### src/rtl/ifu_cfg.svh
`ifndef IFU_CFG_SVH
`define IFU_CFG_SVH

// Core widths
`define IFU_AW            32
`define IFU_INSN_W        32
`define IFU_FETCH_W       2            // Instructions per fetch window

// Direct-mapped icache geometry
`define IFU_IC_LINE_BYTES 16
`define IFU_IC_SETS       16
`define IFU_IC_OFF_W      4            // log2 of line bytes
`define IFU_IC_IDX_W      4            // log2 of sets
// Tag sits above the page offset (index + line offset)
`define IFU_IC_TAG_W      (`IFU_AW - `IFU_IC_OFF_W - `IFU_IC_IDX_W)

// AXI read data width, two beats per line
`define IFU_AXI_DW        64

// Fetch buffer and decode credits
`define IFU_FBUF_DEPTH    8
`define IFU_CREDITS       4            // Decode slots held at reset

`define IFU_RESET_PC      32'h0000_1000

`endif

### src/rtl/ifu_pkg.sv
`include "ifu_cfg.svh"

package ifu_pkg;

   // Fetch address, physical equals virtual
   typedef logic [`IFU_AW-1:0] addr_t;

   // One instruction word
   typedef logic [`IFU_INSN_W-1:0] insn_t;

   // Queue entry passed towards decode
   typedef struct packed {
      addr_t pc;   // Address of this instruction
      insn_t insn;
   } fetch_entry_t;

   // Icache miss handling
   typedef enum logic [1:0] {
      IC_IDLE   = 2'd0,  // Lookup, hit path
      IC_AR     = 2'd1,  // Line request on AR
      IC_FILL   = 2'd2,  // Collecting R beats
      IC_REPLAY = 2'd3   // Re-read of the refilled set
   } ic_state_e;

endpackage

### src/rtl/fetch_buf.sv
`timescale 1ns/1ps
`include "ifu_cfg.svh"

module fetch_buf (
   input  logic                              clk,
   input  logic                              rst_n_i,
   input  logic                              flush_i,
   input  logic [`IFU_FETCH_W-1:0]           win_valid_i,
   input  ifu_pkg::insn_t [`IFU_FETCH_W-1:0] win_insn_i,
   input  ifu_pkg::addr_t                    win_pc_i,     // Window base
   input  logic                              credit_i,
   output logic                              stall_o,
   output logic                              insn_valid_o,
   output ifu_pkg::insn_t                    insn_o,
   output ifu_pkg::addr_t                    insn_pc_o
);
   import ifu_pkg::*;

   localparam int PTR_W = $clog2(`IFU_FBUF_DEPTH);
   localparam int CNT_W = $clog2(`IFU_FBUF_DEPTH + 1);
   localparam int CRD_W = $clog2(`IFU_CREDITS + 1);

   fetch_entry_t     buf_q [`IFU_FBUF_DEPTH];
   logic [PTR_W-1:0] wr_ptr_q, rd_ptr_q;
   logic [PTR_W-1:0] slot_ptr [`IFU_FETCH_W];   // Queue position per window slot
   logic [CNT_W-1:0] cnt_q;
   logic [CNT_W-1:0] wr_cnt;
   logic [CRD_W-1:0] credit_q;                  // Free decode slots
   logic             issue;

   // Pack valid slots in order
   always_comb begin
      wr_cnt = '0;
      for (int i = 0; i < `IFU_FETCH_W; i++) begin
         slot_ptr[i] = wr_ptr_q + PTR_W'(wr_cnt);
         if (win_valid_i[i])
            wr_cnt = wr_cnt + 1'b1;
      end
   end

   always_ff @(posedge clk) begin
      for (int i = 0; i < `IFU_FETCH_W; i++) begin
         if (win_valid_i[i] && !flush_i) begin
            buf_q[slot_ptr[i]].pc   <= win_pc_i + addr_t'(4 * i);
            buf_q[slot_ptr[i]].insn <= win_insn_i[i];
         end
      end
   end

   // Room for a full window is required before ifu may advance
   assign stall_o      = (cnt_q > CNT_W'(`IFU_FBUF_DEPTH - `IFU_FETCH_W));
   assign insn_valid_o = !flush_i && (cnt_q != '0) && (credit_q != '0);
   assign issue        = insn_valid_o;
   assign insn_o       = buf_q[rd_ptr_q].insn;
   assign insn_pc_o    = buf_q[rd_ptr_q].pc;

   always_ff @(posedge clk or negedge rst_n_i) begin
      if (!rst_n_i) begin
         wr_ptr_q <= '0;
         rd_ptr_q <= '0;
         cnt_q    <= '0;
         credit_q <= CRD_W'(`IFU_CREDITS);
      end else begin
         credit_q <= credit_q - CRD_W'(issue) + CRD_W'(credit_i); // Survives flush
         if (flush_i) begin
            wr_ptr_q <= '0;
            rd_ptr_q <= '0;
            cnt_q    <= '0;
         end else begin
            wr_ptr_q <= wr_ptr_q + PTR_W'(wr_cnt);
            rd_ptr_q <= rd_ptr_q + PTR_W'(issue);
            cnt_q    <= cnt_q + wr_cnt - CNT_W'(issue);
         end
      end
   end

endmodule

### src/rtl/icache.sv
`timescale 1ns/1ps
`include "ifu_cfg.svh"

module icache (
   input  logic                                      clk,
   input  logic                                      rst_n_i,
   input  logic [`IFU_IC_OFF_W+`IFU_IC_IDX_W-1:0]    idx_addr_i,  // Stage 1 page offset
   input  logic [`IFU_IC_TAG_W-1:0]                  tag_s2_i,
   input  logic [`IFU_FETCH_W-1:0]                   mask_s2_i,
   input  logic                                      kill_s2_i,
   input  logic                                      hold_i,      // Fetch buffer nearly full
   // AXI read
   output logic                                      ar_valid_o,
   input  logic                                      ar_ready_i,
   output ifu_pkg::addr_t                            ar_addr_o,
   output logic [7:0]                                ar_len_o,
   input  logic                                      r_valid_i,
   output logic                                      r_ready_o,
   input  logic [`IFU_AXI_DW-1:0]                    r_data_i,
   input  logic                                      r_last_i,
   // To ifu / fetch buffer
   output logic                                      stall_req_o,
   output ifu_pkg::insn_t [`IFU_FETCH_W-1:0]         ins_o,
   output logic [`IFU_FETCH_W-1:0]                   valid_o
);
   import ifu_pkg::*;

   localparam int OFF_W      = `IFU_IC_OFF_W;
   localparam int IDX_W      = `IFU_IC_IDX_W;
   localparam int TAG_W      = `IFU_IC_TAG_W;
   localparam int LINE_BEATS = `IFU_IC_LINE_BYTES * 8 / `IFU_AXI_DW;
   localparam int BEAT_W     = $clog2(LINE_BEATS);

   // Set storage
   logic [`IFU_IC_SETS-1:0] set_vld_q;
   logic [TAG_W-1:0]        tag_q  [`IFU_IC_SETS];
   logic [`IFU_AXI_DW-1:0]  data_q [`IFU_IC_SETS][LINE_BEATS];

   // Stage 1 decode of the page offset
   logic [IDX_W-1:0]  s1_idx;
   logic [BEAT_W-1:0] s1_beat;

   // Stage 2 registers, loaded from the set read
   logic                   rd_vld_q;
   logic [TAG_W-1:0]       rd_tag_q;
   logic [`IFU_AXI_DW-1:0] rd_word_q;
   logic [IDX_W-1:0]       idx_s2_q;

   // Miss tracking
   ic_state_e         state_q, state_d;
   logic [TAG_W-1:0]  miss_tag_q;
   logic [IDX_W-1:0]  miss_idx_q;
   logic [BEAT_W-1:0] beat_q;
   logic              hit;
   logic              miss;

   assign s1_idx  = idx_addr_i[OFF_W +: IDX_W];
   assign s1_beat = idx_addr_i[OFF_W-1 -: BEAT_W]; // Window picks one beat of the line

   // Stage 1: read the set
   always_ff @(posedge clk or negedge rst_n_i) begin
      if (!rst_n_i) begin
         rd_vld_q <= 1'b0;
      end else begin
         rd_vld_q <= set_vld_q[s1_idx];
      end
   end

   always_ff @(posedge clk) begin
      rd_tag_q  <= tag_q[s1_idx];
      rd_word_q <= data_q[s1_idx][s1_beat];
      idx_s2_q  <= s1_idx;
   end

   // Stage 2: tag compare
   assign hit  = rd_vld_q && (rd_tag_q == tag_s2_i);
   assign miss = (state_q == IC_IDLE) && !kill_s2_i && !hit;

   assign stall_req_o = (state_q != IC_IDLE) || miss;
   assign ins_o       = rd_word_q;                 // Slot 0 in the low half
   assign valid_o     = (state_q == IC_IDLE && hit && !kill_s2_i && !hold_i) ?
                        mask_s2_i : '0;

   always_comb begin
      state_d = state_q;
      case (state_q)
         IC_IDLE:   if (miss) state_d = IC_AR;
         IC_AR:     if (ar_ready_i) state_d = IC_FILL;
         IC_FILL:   if (r_valid_i && r_last_i) state_d = IC_REPLAY;
         IC_REPLAY: state_d = IC_IDLE;   // Array re-read lands next edge
         default:   state_d = IC_IDLE;
      endcase
   end

   always_ff @(posedge clk or negedge rst_n_i) begin
      if (!rst_n_i) begin
         state_q   <= IC_IDLE;
         beat_q    <= '0;
         set_vld_q <= '0;
      end else begin
         state_q <= state_d;
         if (miss)
            set_vld_q[idx_s2_q] <= 1'b0;          // Line is about to be overwritten
         if (state_q == IC_AR && ar_ready_i)
            beat_q <= '0;
         if (state_q == IC_FILL && r_valid_i) begin
            beat_q <= beat_q + 1'b1;
            if (r_last_i)
               set_vld_q[miss_idx_q] <= 1'b1;
         end
      end
   end

   // Refill target and line contents
   always_ff @(posedge clk) begin
      if (miss) begin
         miss_tag_q <= tag_s2_i;
         miss_idx_q <= idx_s2_q;
      end
      if (state_q == IC_FILL && r_valid_i) begin
         data_q[miss_idx_q][beat_q] <= r_data_i;
         if (r_last_i)
            tag_q[miss_idx_q] <= miss_tag_q;
      end
   end

   // Line-aligned burst, address held until accepted
   assign ar_valid_o = (state_q == IC_AR);
   assign ar_addr_o  = {miss_tag_q, miss_idx_q, {OFF_W{1'b0}}};
   assign ar_len_o   = 8'(LINE_BEATS - 1);
   assign r_ready_o  = (state_q == IC_FILL);

endmodule

### src/rtl/ifu.sv
`timescale 1ns/1ps
`include "ifu_cfg.svh"

module ifu (
   input  logic                              clk,
   input  logic                              rst_n_i,
   input  logic                              redirect_i,
   input  ifu_pkg::addr_t                    redirect_pc_i,
   input  logic                              fbuf_stall_i,
   // AXI read
   output logic                              ar_valid_o,
   input  logic                              ar_ready_i,
   output ifu_pkg::addr_t                    ar_addr_o,
   output logic [7:0]                        ar_len_o,
   input  logic                              r_valid_i,
   output logic                              r_ready_o,
   input  logic [`IFU_AXI_DW-1:0]            r_data_i,
   input  logic                              r_last_i,
   // Window towards the fetch buffer
   output logic [`IFU_FETCH_W-1:0]           win_valid_o,
   output ifu_pkg::insn_t [`IFU_FETCH_W-1:0] win_insn_o,
   output ifu_pkg::addr_t                    win_pc_o
);
   import ifu_pkg::*;

   localparam int WIN_W  = $clog2(`IFU_FETCH_W * 4);   // Byte offset inside a window
   localparam int SLOT_W = $clog2(`IFU_FETCH_W);
   localparam int PGO_W  = `IFU_IC_OFF_W + `IFU_IC_IDX_W;

   addr_t                   pc_q;        // Address in stage 2
   addr_t                   pc_nxt;      // Address in stage 1
   addr_t                   fetch_addr;
   logic                    s2_vld_q;    // Stage 2 holds a real window
   logic [`IFU_IC_TAG_W-1:0] tag_s2_q;
   logic [`IFU_FETCH_W-1:0] mask_s1;
   logic [`IFU_FETCH_W-1:0] mask_s2_q;
   logic                    ic_stall_req;
   logic                    kill_s2;

   always_comb begin
      if (redirect_i)
         pc_nxt = redirect_pc_i;                  // Redirect beats any stall
      else if (!s2_vld_q || ic_stall_req || fbuf_stall_i)
         pc_nxt = pc_q;                           // Re-read the same window
      else
         pc_nxt = {pc_q[`IFU_AW-1:WIN_W], {WIN_W{1'b0}}} + addr_t'(`IFU_FETCH_W * 4);
   end

   assign fetch_addr = {pc_nxt[`IFU_AW-1:WIN_W], {WIN_W{1'b0}}}; // Aligned by window

   // Slots before the entry point are dropped
   always_comb begin
      for (int i = 0; i < `IFU_FETCH_W; i++)
         mask_s1[i] = (pc_nxt[2 +: SLOT_W] <= SLOT_W'(i));
   end

   always_ff @(posedge clk or negedge rst_n_i) begin
      if (!rst_n_i) begin
         pc_q     <= `IFU_RESET_PC;
         s2_vld_q <= 1'b0;
      end else begin
         pc_q     <= pc_nxt;
         s2_vld_q <= 1'b1;   // First window enters stage 2
      end
   end

   // Stage 2 tag is the registered upper address
   always_ff @(posedge clk) begin
      tag_s2_q  <= fetch_addr[`IFU_AW-1:PGO_W];
      mask_s2_q <= mask_s1;
   end

   assign kill_s2  = redirect_i || !s2_vld_q;
   assign win_pc_o = {pc_q[`IFU_AW-1:WIN_W], {WIN_W{1'b0}}};

   icache u_icache (
      .clk         (clk),
      .rst_n_i     (rst_n_i),
      .idx_addr_i  (fetch_addr[PGO_W-1:0]),
      .tag_s2_i    (tag_s2_q),
      .mask_s2_i   (mask_s2_q),
      .kill_s2_i   (kill_s2),
      .hold_i      (fbuf_stall_i),
      .ar_valid_o  (ar_valid_o),
      .ar_ready_i  (ar_ready_i),
      .ar_addr_o   (ar_addr_o),
      .ar_len_o    (ar_len_o),
      .r_valid_i   (r_valid_i),
      .r_ready_o   (r_ready_o),
      .r_data_i    (r_data_i),
      .r_last_i    (r_last_i),
      .stall_req_o (ic_stall_req),
      .ins_o       (win_insn_o),
      .valid_o     (win_valid_o)
   );

endmodule

### src/rtl/ifu_top.sv
`timescale 1ns/1ps
`include "ifu_cfg.svh"

module ifu_top (
   input  logic                   clk,
   input  logic                   rst_n_i,
   // Redirect from the back end
   input  logic                   redirect_i,
   input  ifu_pkg::addr_t         redirect_pc_i,
   // AXI AR
   output logic                   ar_valid_o,
   input  logic                   ar_ready_i,
   output ifu_pkg::addr_t         ar_addr_o,
   output logic [7:0]             ar_len_o,
   // AXI R
   input  logic                   r_valid_i,
   output logic                   r_ready_o,
   input  logic [`IFU_AXI_DW-1:0] r_data_i,
   input  logic                   r_last_i,
   // Decode, credit based
   output logic                   insn_valid_o,
   output ifu_pkg::insn_t         insn_o,
   output ifu_pkg::addr_t         insn_pc_o,
   input  logic                   credit_i
);
   import ifu_pkg::*;

   logic                    fbuf_stall;
   logic [`IFU_FETCH_W-1:0] win_valid;
   insn_t [`IFU_FETCH_W-1:0] win_insn;
   addr_t                   win_pc;

   ifu u_ifu (
      .clk           (clk),
      .rst_n_i       (rst_n_i),
      .redirect_i    (redirect_i),
      .redirect_pc_i (redirect_pc_i),
      .fbuf_stall_i  (fbuf_stall),
      .ar_valid_o    (ar_valid_o),
      .ar_ready_i    (ar_ready_i),
      .ar_addr_o     (ar_addr_o),
      .ar_len_o      (ar_len_o),
      .r_valid_i     (r_valid_i),
      .r_ready_o     (r_ready_o),
      .r_data_i      (r_data_i),
      .r_last_i      (r_last_i),
      .win_valid_o   (win_valid),
      .win_insn_o    (win_insn),
      .win_pc_o      (win_pc)
   );

   fetch_buf u_fbuf (
      .clk          (clk),
      .rst_n_i      (rst_n_i),
      .flush_i      (redirect_i),   // Redirect empties the queue
      .win_valid_i  (win_valid),
      .win_insn_i   (win_insn),
      .win_pc_i     (win_pc),
      .credit_i     (credit_i),
      .stall_o      (fbuf_stall),
      .insn_valid_o (insn_valid_o),
      .insn_o       (insn_o),
      .insn_pc_o    (insn_pc_o)
   );

endmodule

### config.mk
export PLATFORM = sky130hd
export DESIGN_NAME = ifu_top
export DESIGN_NICKNAME = d
export VERILOG_FILES = /design/src/rtl/ifu_pkg.sv /design/src/rtl/fetch_buf.sv /design/src/rtl/icache.sv /design/src/rtl/ifu.sv /design/src/rtl/ifu_top.sv
export VERILOG_INCLUDE_DIRS = /design/src /design/src/rtl
export SDC_FILE = /design/constraint.sdc
export NUM_CORES = 2
export LEC_CHECK = 0
export ABC_AREA = 1
export BUFFER_PORTS_ARGS = -buffer_cell sky130_fd_sc_hd__buf_2
export CAP_MARGIN = 20
export CORE_UTILIZATION = 60
export CTS_CLUSTER_SIZE = 30
export DETAILED_ROUTE_END_ITERATION = 10
export PLACE_DENSITY = 0.8
export SKIP_LAST_GASP = 1
export SLEW_MARGIN = 20
export SYNTH_ARGS = -nofsm -noshare
export SYNTH_HDL_FRONTEND = slang
export SYNTH_SLANG_ARGS = --single-unit
### constraint.sdc
create_clock -name clk -period 6 [get_ports clk]
set_input_delay 0.6 -clock clk [delete_from_list [all_inputs] [get_ports clk]]
set_output_delay 0.6 -clock clk [all_outputs]
set_load 0.01 [all_outputs]
# == Yosys cells after proc, flatten, opt, wreduce, memory -nomap -nowiden ==
# Memory sizes are Yosys's and may differ from the RTL's. A register that Yosys moved wholly into a read port is not among the register bits.
# Index checks and enable logic that the tools add are counted.
# totals
word_cells,121
ff_bits,186
output_inout_bits,107
ramBits,2944
n_memories,3
in_bits,103
# op_classes
muxes,37
reduce_logical,31
n_bitwise,5
n_lt_le_gt_ge,11
add_sub_neg,11
n_eq_ne,7
# memory_table
name,words,width,rd,rd_ports_with_merged_regs,write_ports,line,text
u_ifu.u_icache.data_q,16,128,1,0,1,icache.sv:37,logic [`IFU_AXI_DW-1:0] data_q [`IFU_IC_SETS][LINE_BEATS];
u_fbuf.buf_q,8,64,1,0,2,fetch_buf.sv:23,fetch_entry_t buf_q [`IFU_FBUF_DEPTH];
u_ifu.u_icache.tag_q,16,24,1,1,1,icache.sv:36,logic [TAG_W-1:0] tag_q [`IFU_IC_SETS];
# ops
op,count
$mux W64,4
$mux W128,1
$demux W64 S1,1
$mux W32,2
$mux W16,3
$add A32 B3 Y32 const B,1
$add A32 B4 Y32 const B,1
$eq A24 B24 Y1,1
$and A16 B16 Y16,1
$logic_and A1 B1 Y1,16
$not A16 Y16,1
$or A16 B16 Y16,1
$lt A4 B5 Y1 const B,3
$mux W1,14
$add A3 B1 Y3,3
$demux W1 S4,2
$ge A4 B1 Y1 const B,2
$mux W2,4
$mux W4,2
$pmux W2 S4,1
$mux W3,2
$logic_not A1 Y1,5
$add A4 B4 Y4,1
$bmux W1 S4,1
other kinds (20),29

# == Longest topological paths before layout ==
# logic_depth
word_depth,14
mapped_depth,25
mapped_depth_nobuf,23

# == Modules after synthesis ==
# Synthesis repeated with hierarchy kept, for this count alone.
# hier_totals
hier_cells,10804
area_unflattened_um2,129371.6
# modules_own_cells
module,area_each_um2,seq_area_each_um2,cells_per_inst,n_inst
icache,99332.8,76213.1,7555,1
fetch_buf,27176.1,15701.3,2899,1
ifu,2862.7,1277.5,350,1

# == Least setup slack after synthesis ==
# OpenSTA, ideal clock, no wires.
# synth_timing
path_kind,register to register
from,register u_fbuf.cnt_q[3]
to,memory u_fbuf.buf_q[1][0] (netlist bit) (enable)
setup_ns,0.449
arrival_time_ns,4.337
path_slack_ns,1.214
stages_incl_launch_ff,21
path_buffers,1
t_required_ns,5.551
synth_period_minus_slack_ns,4.786
path_cell_list,dfrtp_1 -> inv_1 -> ha_1 -> a21oi_1 -> a31oi_1 -> nor4_1 -> nand2_1 -> inv_1 -> nand2_1 -> inv_1 -> ha_1 -> ha_1 -> or2_2 -> nand2_1 -> inv_1 -> nor2_1 -> inv_1 -> nor2_1 -> inv_1 -> nand2_1 -> clkbuf_1
# synth_rtl
element,line,text
from (decl),fetch_buf.sv:26,logic [CNT_W-1:0] cnt_q;
from (signal assigned),fetch_buf.sv:72,cnt_q <= cnt_q + wr_cnt - CNT_W'(issue);
to (decl),fetch_buf.sv:23,

# == Worst setup path in the final report ==
# layout_timing
from,register u_fbuf.rd_ptr_q[0]
to,output insn_pc_o[27]
# layout_between
elab_chain_len,1
# layout_lines
element,line,text
from (decl),fetch_buf.sv:24,"logic [PTR_W-1:0] wr_ptr_q, rd_ptr_q;"
from (signal assigned),fetch_buf.sv:71,rd_ptr_q <= rd_ptr_q + PTR_W'(issue);
$mem_v2 Z8 W64,n/a,
to (decl),ifu_top.sv:23,"output ifu_pkg::addr_t insn_pc_o,"
# No other way between the ends.

==> summary.md <==
| Metric | Value |
|---|---|
| Fin crit period | `about 5000 ps` |
| Register area share after synthesis | `just over 70%` |
| Fmax | `a little over 200 MHz` |
| Critical path startpoint category | `flip-flop` |
| Number of enable flip-flop cells after synthesis | `about 2900` |
| PwrDens | `383.6 nW/um^2` |
| Antenna violations before repair | `43` |
| Dpl ws | `about 1400 ps` |
| TritonCTS clock tree | `built` |
| Clock Latency Late Sink | `960 ps` |
| DP HPWL | `slightly below 200000 um` |
| GP Congestion | `slightly below 0.9` |
| Fin Setup TNS | `0 ps` |
| Routed WL | `376000 um` |
| Utilization after layout | `roughly two thirds` |
| CP Cell Sequence | `inv_8 > buf_4 > o21ai_0 > o22ai_1 > nor2_1 > a31oi_1 > buf_2` |
| Die Area | `218900 sq um` |
| Leak pwr | `around 53 nW` |
| Drt initial violations | `approximately 15000` |
| Worst EP arrival | `~4400 ps` |
| WP data required | `approximately 5400 ps` |
| Fill count | `about 14000` |
| Worst setup EP type | `output port` |
| Unique masters post-synth | `44` |
| Slowest-stage cell, CP | `dfrtp_4` |
| PortBufs | `around 190` |
| Vias in the first global route | `~90000` |
| Starting density of the core | `between 60% and 70%` |
| Clock sink count | `roughly 3100` |
| Grt ovf | `0` |
| Non-Filler Instances | `approximately 15000` |
| Post-Layout Inst Area | `144400 sq um` |
| All-Layer GR Usage | `about a third` |
| Reg clk slew, reported paths | `~60 ps` |
| WS Path Type | `reg -> out` |
| Area leader, netlist | `edfxtp_1` |
| Vias post-DR | `93764` |
| Placed inst area | `approximately 130000 sq um` |
| Area Overhead vs Synth | `10.86%` |
| Unrepaired setup endpoints after global routing | `false` |
| Final slew viol count | `0` |
| Worst-Margin Slew | `1224 ps` |
| Syn_area_per_cell | `between 10 and 15 sq um` |
| First-pass iteration count of the detailed router | `7` |
| Antenna-violating nets left | `0` |
| Resized cells post-CTS | `0` |
| Min-Delay Path Depth | `4` |
| Nets | `about 12000` |
| Status | `complete, no violations` |
| Layout cell share with drive strength beyond 1 | `approximately 8.1%` |
| Max FO, Critical Path | `~170` |
| WL/cell | `approximately 26 um` |
| Sequential cell area | `92640 sq um` |
| H-tree levels | `5` |
| DR DRC count | `0` |
| Die height | `~470 um` |
| Top post-synthesis cells by area | `edfxtp_1 68%, nand3_1 9.0%, nand2_1 8.0%` |
| Final Hold Viols | `0` |
| Peak supply drop | `0.3460 mV` |
| Min-Delay Path Class | `in -> reg` |
| Cell with the most instances after synthesis | `edfxtp_1` |
| Power, Total | `around 55 mW` |
| Asr flop ratio synth | `under 10%` |
| I/O pins | `210` |
| Average vias per placed instance | `between 6 and 7` |
| Cell Rows | `170` |
| Top_reg_cell synth | `edfxtp_1` |
| Crit path max-delay family | `buffers and inverters` |
| Setup Skew | `around 70 ps` |
| Crit share post-route | `slightly above 80%` |
| Slew headroom | `a little under a fifth` |
| Post-synth top area share | `approximately two thirds` |
| CP peak stage delay | `between 700 and 800 ps` |
| Core Area | `215000 sq um` |
| Placed Cells incl. Taps | `approximately 14000` |
| First-pass GRT wire length | `~550000 um` |
| Root buffer cell | `clkbuf_16` |
| Max-cap violation count | `0` |
| Inserted Clock Buffers | `323` |
| Synthesized netlist cell count | `approximately 12000` |
| Largest net degree at the start of global routing | `238` |
| Top post-synthesis cells by count | `2948 x edfxtp_1, 2771 x nand2_1, 2332 x nand3_1` |
| Chip Width | `467.9 um` |
| R2R cell count | `17` |
| Crit path depth | `7` |
| Buf/Inv on CP | `3` |
| Mapped Area | `~130000 sq um` |
| Multi-input logic area | `approximately 32000 sq um` |
| Hold_ws | `just over 60 ps` |
| Final setup viols | `0` |
| Slack of the critical path | `a little over 1000 ps` |
| Clk buf depth | `4` |
| Post-synthesis register bit count | `3137` |
| Ys Warns | `0` |
[layout make-up]
cell class / instances / share of cell area, %
sequential: 3137 / 64.18
multi-input combinational: 7023 / 22.17
clock buffer: 446 / 6.237
tap: 2838 / 2.460
timing repair buffer: 409 / 2.371
inverter: 639 / 1.673
clock inverter: 119 / 0.8772
antenna: 22 / 0.03814
[what timing repair did]
item,in CTS,in global routing
hold endpoints to repair,86,0
setup buffers,0,0
hold buffers,14,0
[state kept, by name, summed over array words and instances, names as in the netlist, 2 cells and up]
register                   flops
u_ifu.u_icache.set_vld_q      16
u_ifu.u_icache.miss_idx_q      4
u_fbuf.buf_q                 496
u_ifu.u_icache.data_q       2048
u_ifu.u_icache.idx_s2_q        4
u_ifu.u_icache.state_q         2
u_fbuf.wr_ptr_q                3
u_ifu.tag_s2_q                24
u_ifu.u_icache.miss_tag_q     24
u_ifu.u_icache.ins_o          64
u_fbuf.credit_q                3
u_ifu.u_icache.rd_tag_q       24
u_ifu.u_icache.tag_q         384
u_ifu.pc_q                    30
u_fbuf.cnt_q                   4
u_fbuf.rd_ptr_q                3
[worst min-delay path, stage by stage]
cell     delay (ps)
buf_2           110
nand2_1          90
nand3_1          90
nand2_1          60
[layout by cell type, fill, tap and decap left out, types with 18 or more instances in the layout]
cell type | Yosys | routed
bufinv_16 | 0 | 25
nand3_1 | 2332 | 2331
nor2_1 | 850 | 800
buf_12 | 0 | 59
xor2_1 | 21 | 21
o21ai_0 | 581 | 580
nor2_4 | 0 | 32
inv_1 | 608 | 597
nor2_2 | 0 | 18
clkbuf_8 | 0 | 31
buf_4 | 46 | 141
clkbuf_16 | 0 | 330
ha_1 | 19 | 19
edfxtp_1 | 2948 | 2948
clkbuf_1 | 335 | 85
nand2_1 | 2771 | 2761
o21ai_1 | 30 | 30
clkinv_1 | 25 | 56
diode_2 | 0 | 22
nor3_1 | 18 | 18
a21oi_1 | 26 | 25
dfxtp_1 | 125 | 125
a31oi_1 | 66 | 66
or2_2 | 20 | 19
buf_2 | 345 | 192
dfrtp_1 | 62 | 60
o22ai_1 | 68 | 68
clkinv_2 | 0 | 47
o211ai_1 | 140 | 140
[layer usage]
metal  vias up  track usage, %  wire length (um)
met5         -               0               115
met4        16           20.59             23960
met3      1393           8.958             54530
met2      7359           52.19            172000
met1     44759           42.72            125500
li1      40237               -                 -
[logic make-up after synthesis]
kind of cell / after synthesis / share of synthesized area (%)
simple gates: 6020 / 19.72
flops: 3137 / 71.14
buf+inv: 1444 / 4.648
compound gates: 938 / 4.072
xor+xnor: 28 / 0.1883
fa+ha+maj: 22 / 0.2287
other cells: 2 / 0.005768
[where the power goes]
part	total (mW)	internal [mW]	switching (mW)
Sequential	25.7	24.5	1.14
Clock	19.6	11.5	8.10
Combinational	10.1	2.87	7.21
[path summary, 6_finish.rpt]
| path | startpoint | to | slack [ps] |
|---|---|---|---|
| max | u_fbuf.rd_ptr_q[0]$_DFF_PN0_ | insn_pc_o[27] | 1040 |
| min | ar_ready_i | u_ifu.u_icache.beat_q$_DFFE_PN0P_ | 60 |
| max reg2reg | u_ifu.tag_s2_q[14]$_DFF_P_ | u_ifu.u_icache.ins_o[30]$_DFF_P_ | 1230 |
| min reg2reg | u_ifu.tag_s2_q[0]$_DFF_P_ | u_ifu.u_icache.miss_tag_q[0]$_DFFE_PN_ | 430 |
| max in group asynchronous | rst_n_i | u_fbuf.rd_ptr_q[1]$_DFF_PN0_ | 4930 |
| min in group asynchronous | rst_n_i | u_ifu.pc_q[31]$_DFF_PN0_ | 360 |
Note: power is estimated with default switching activity, not from simulation.
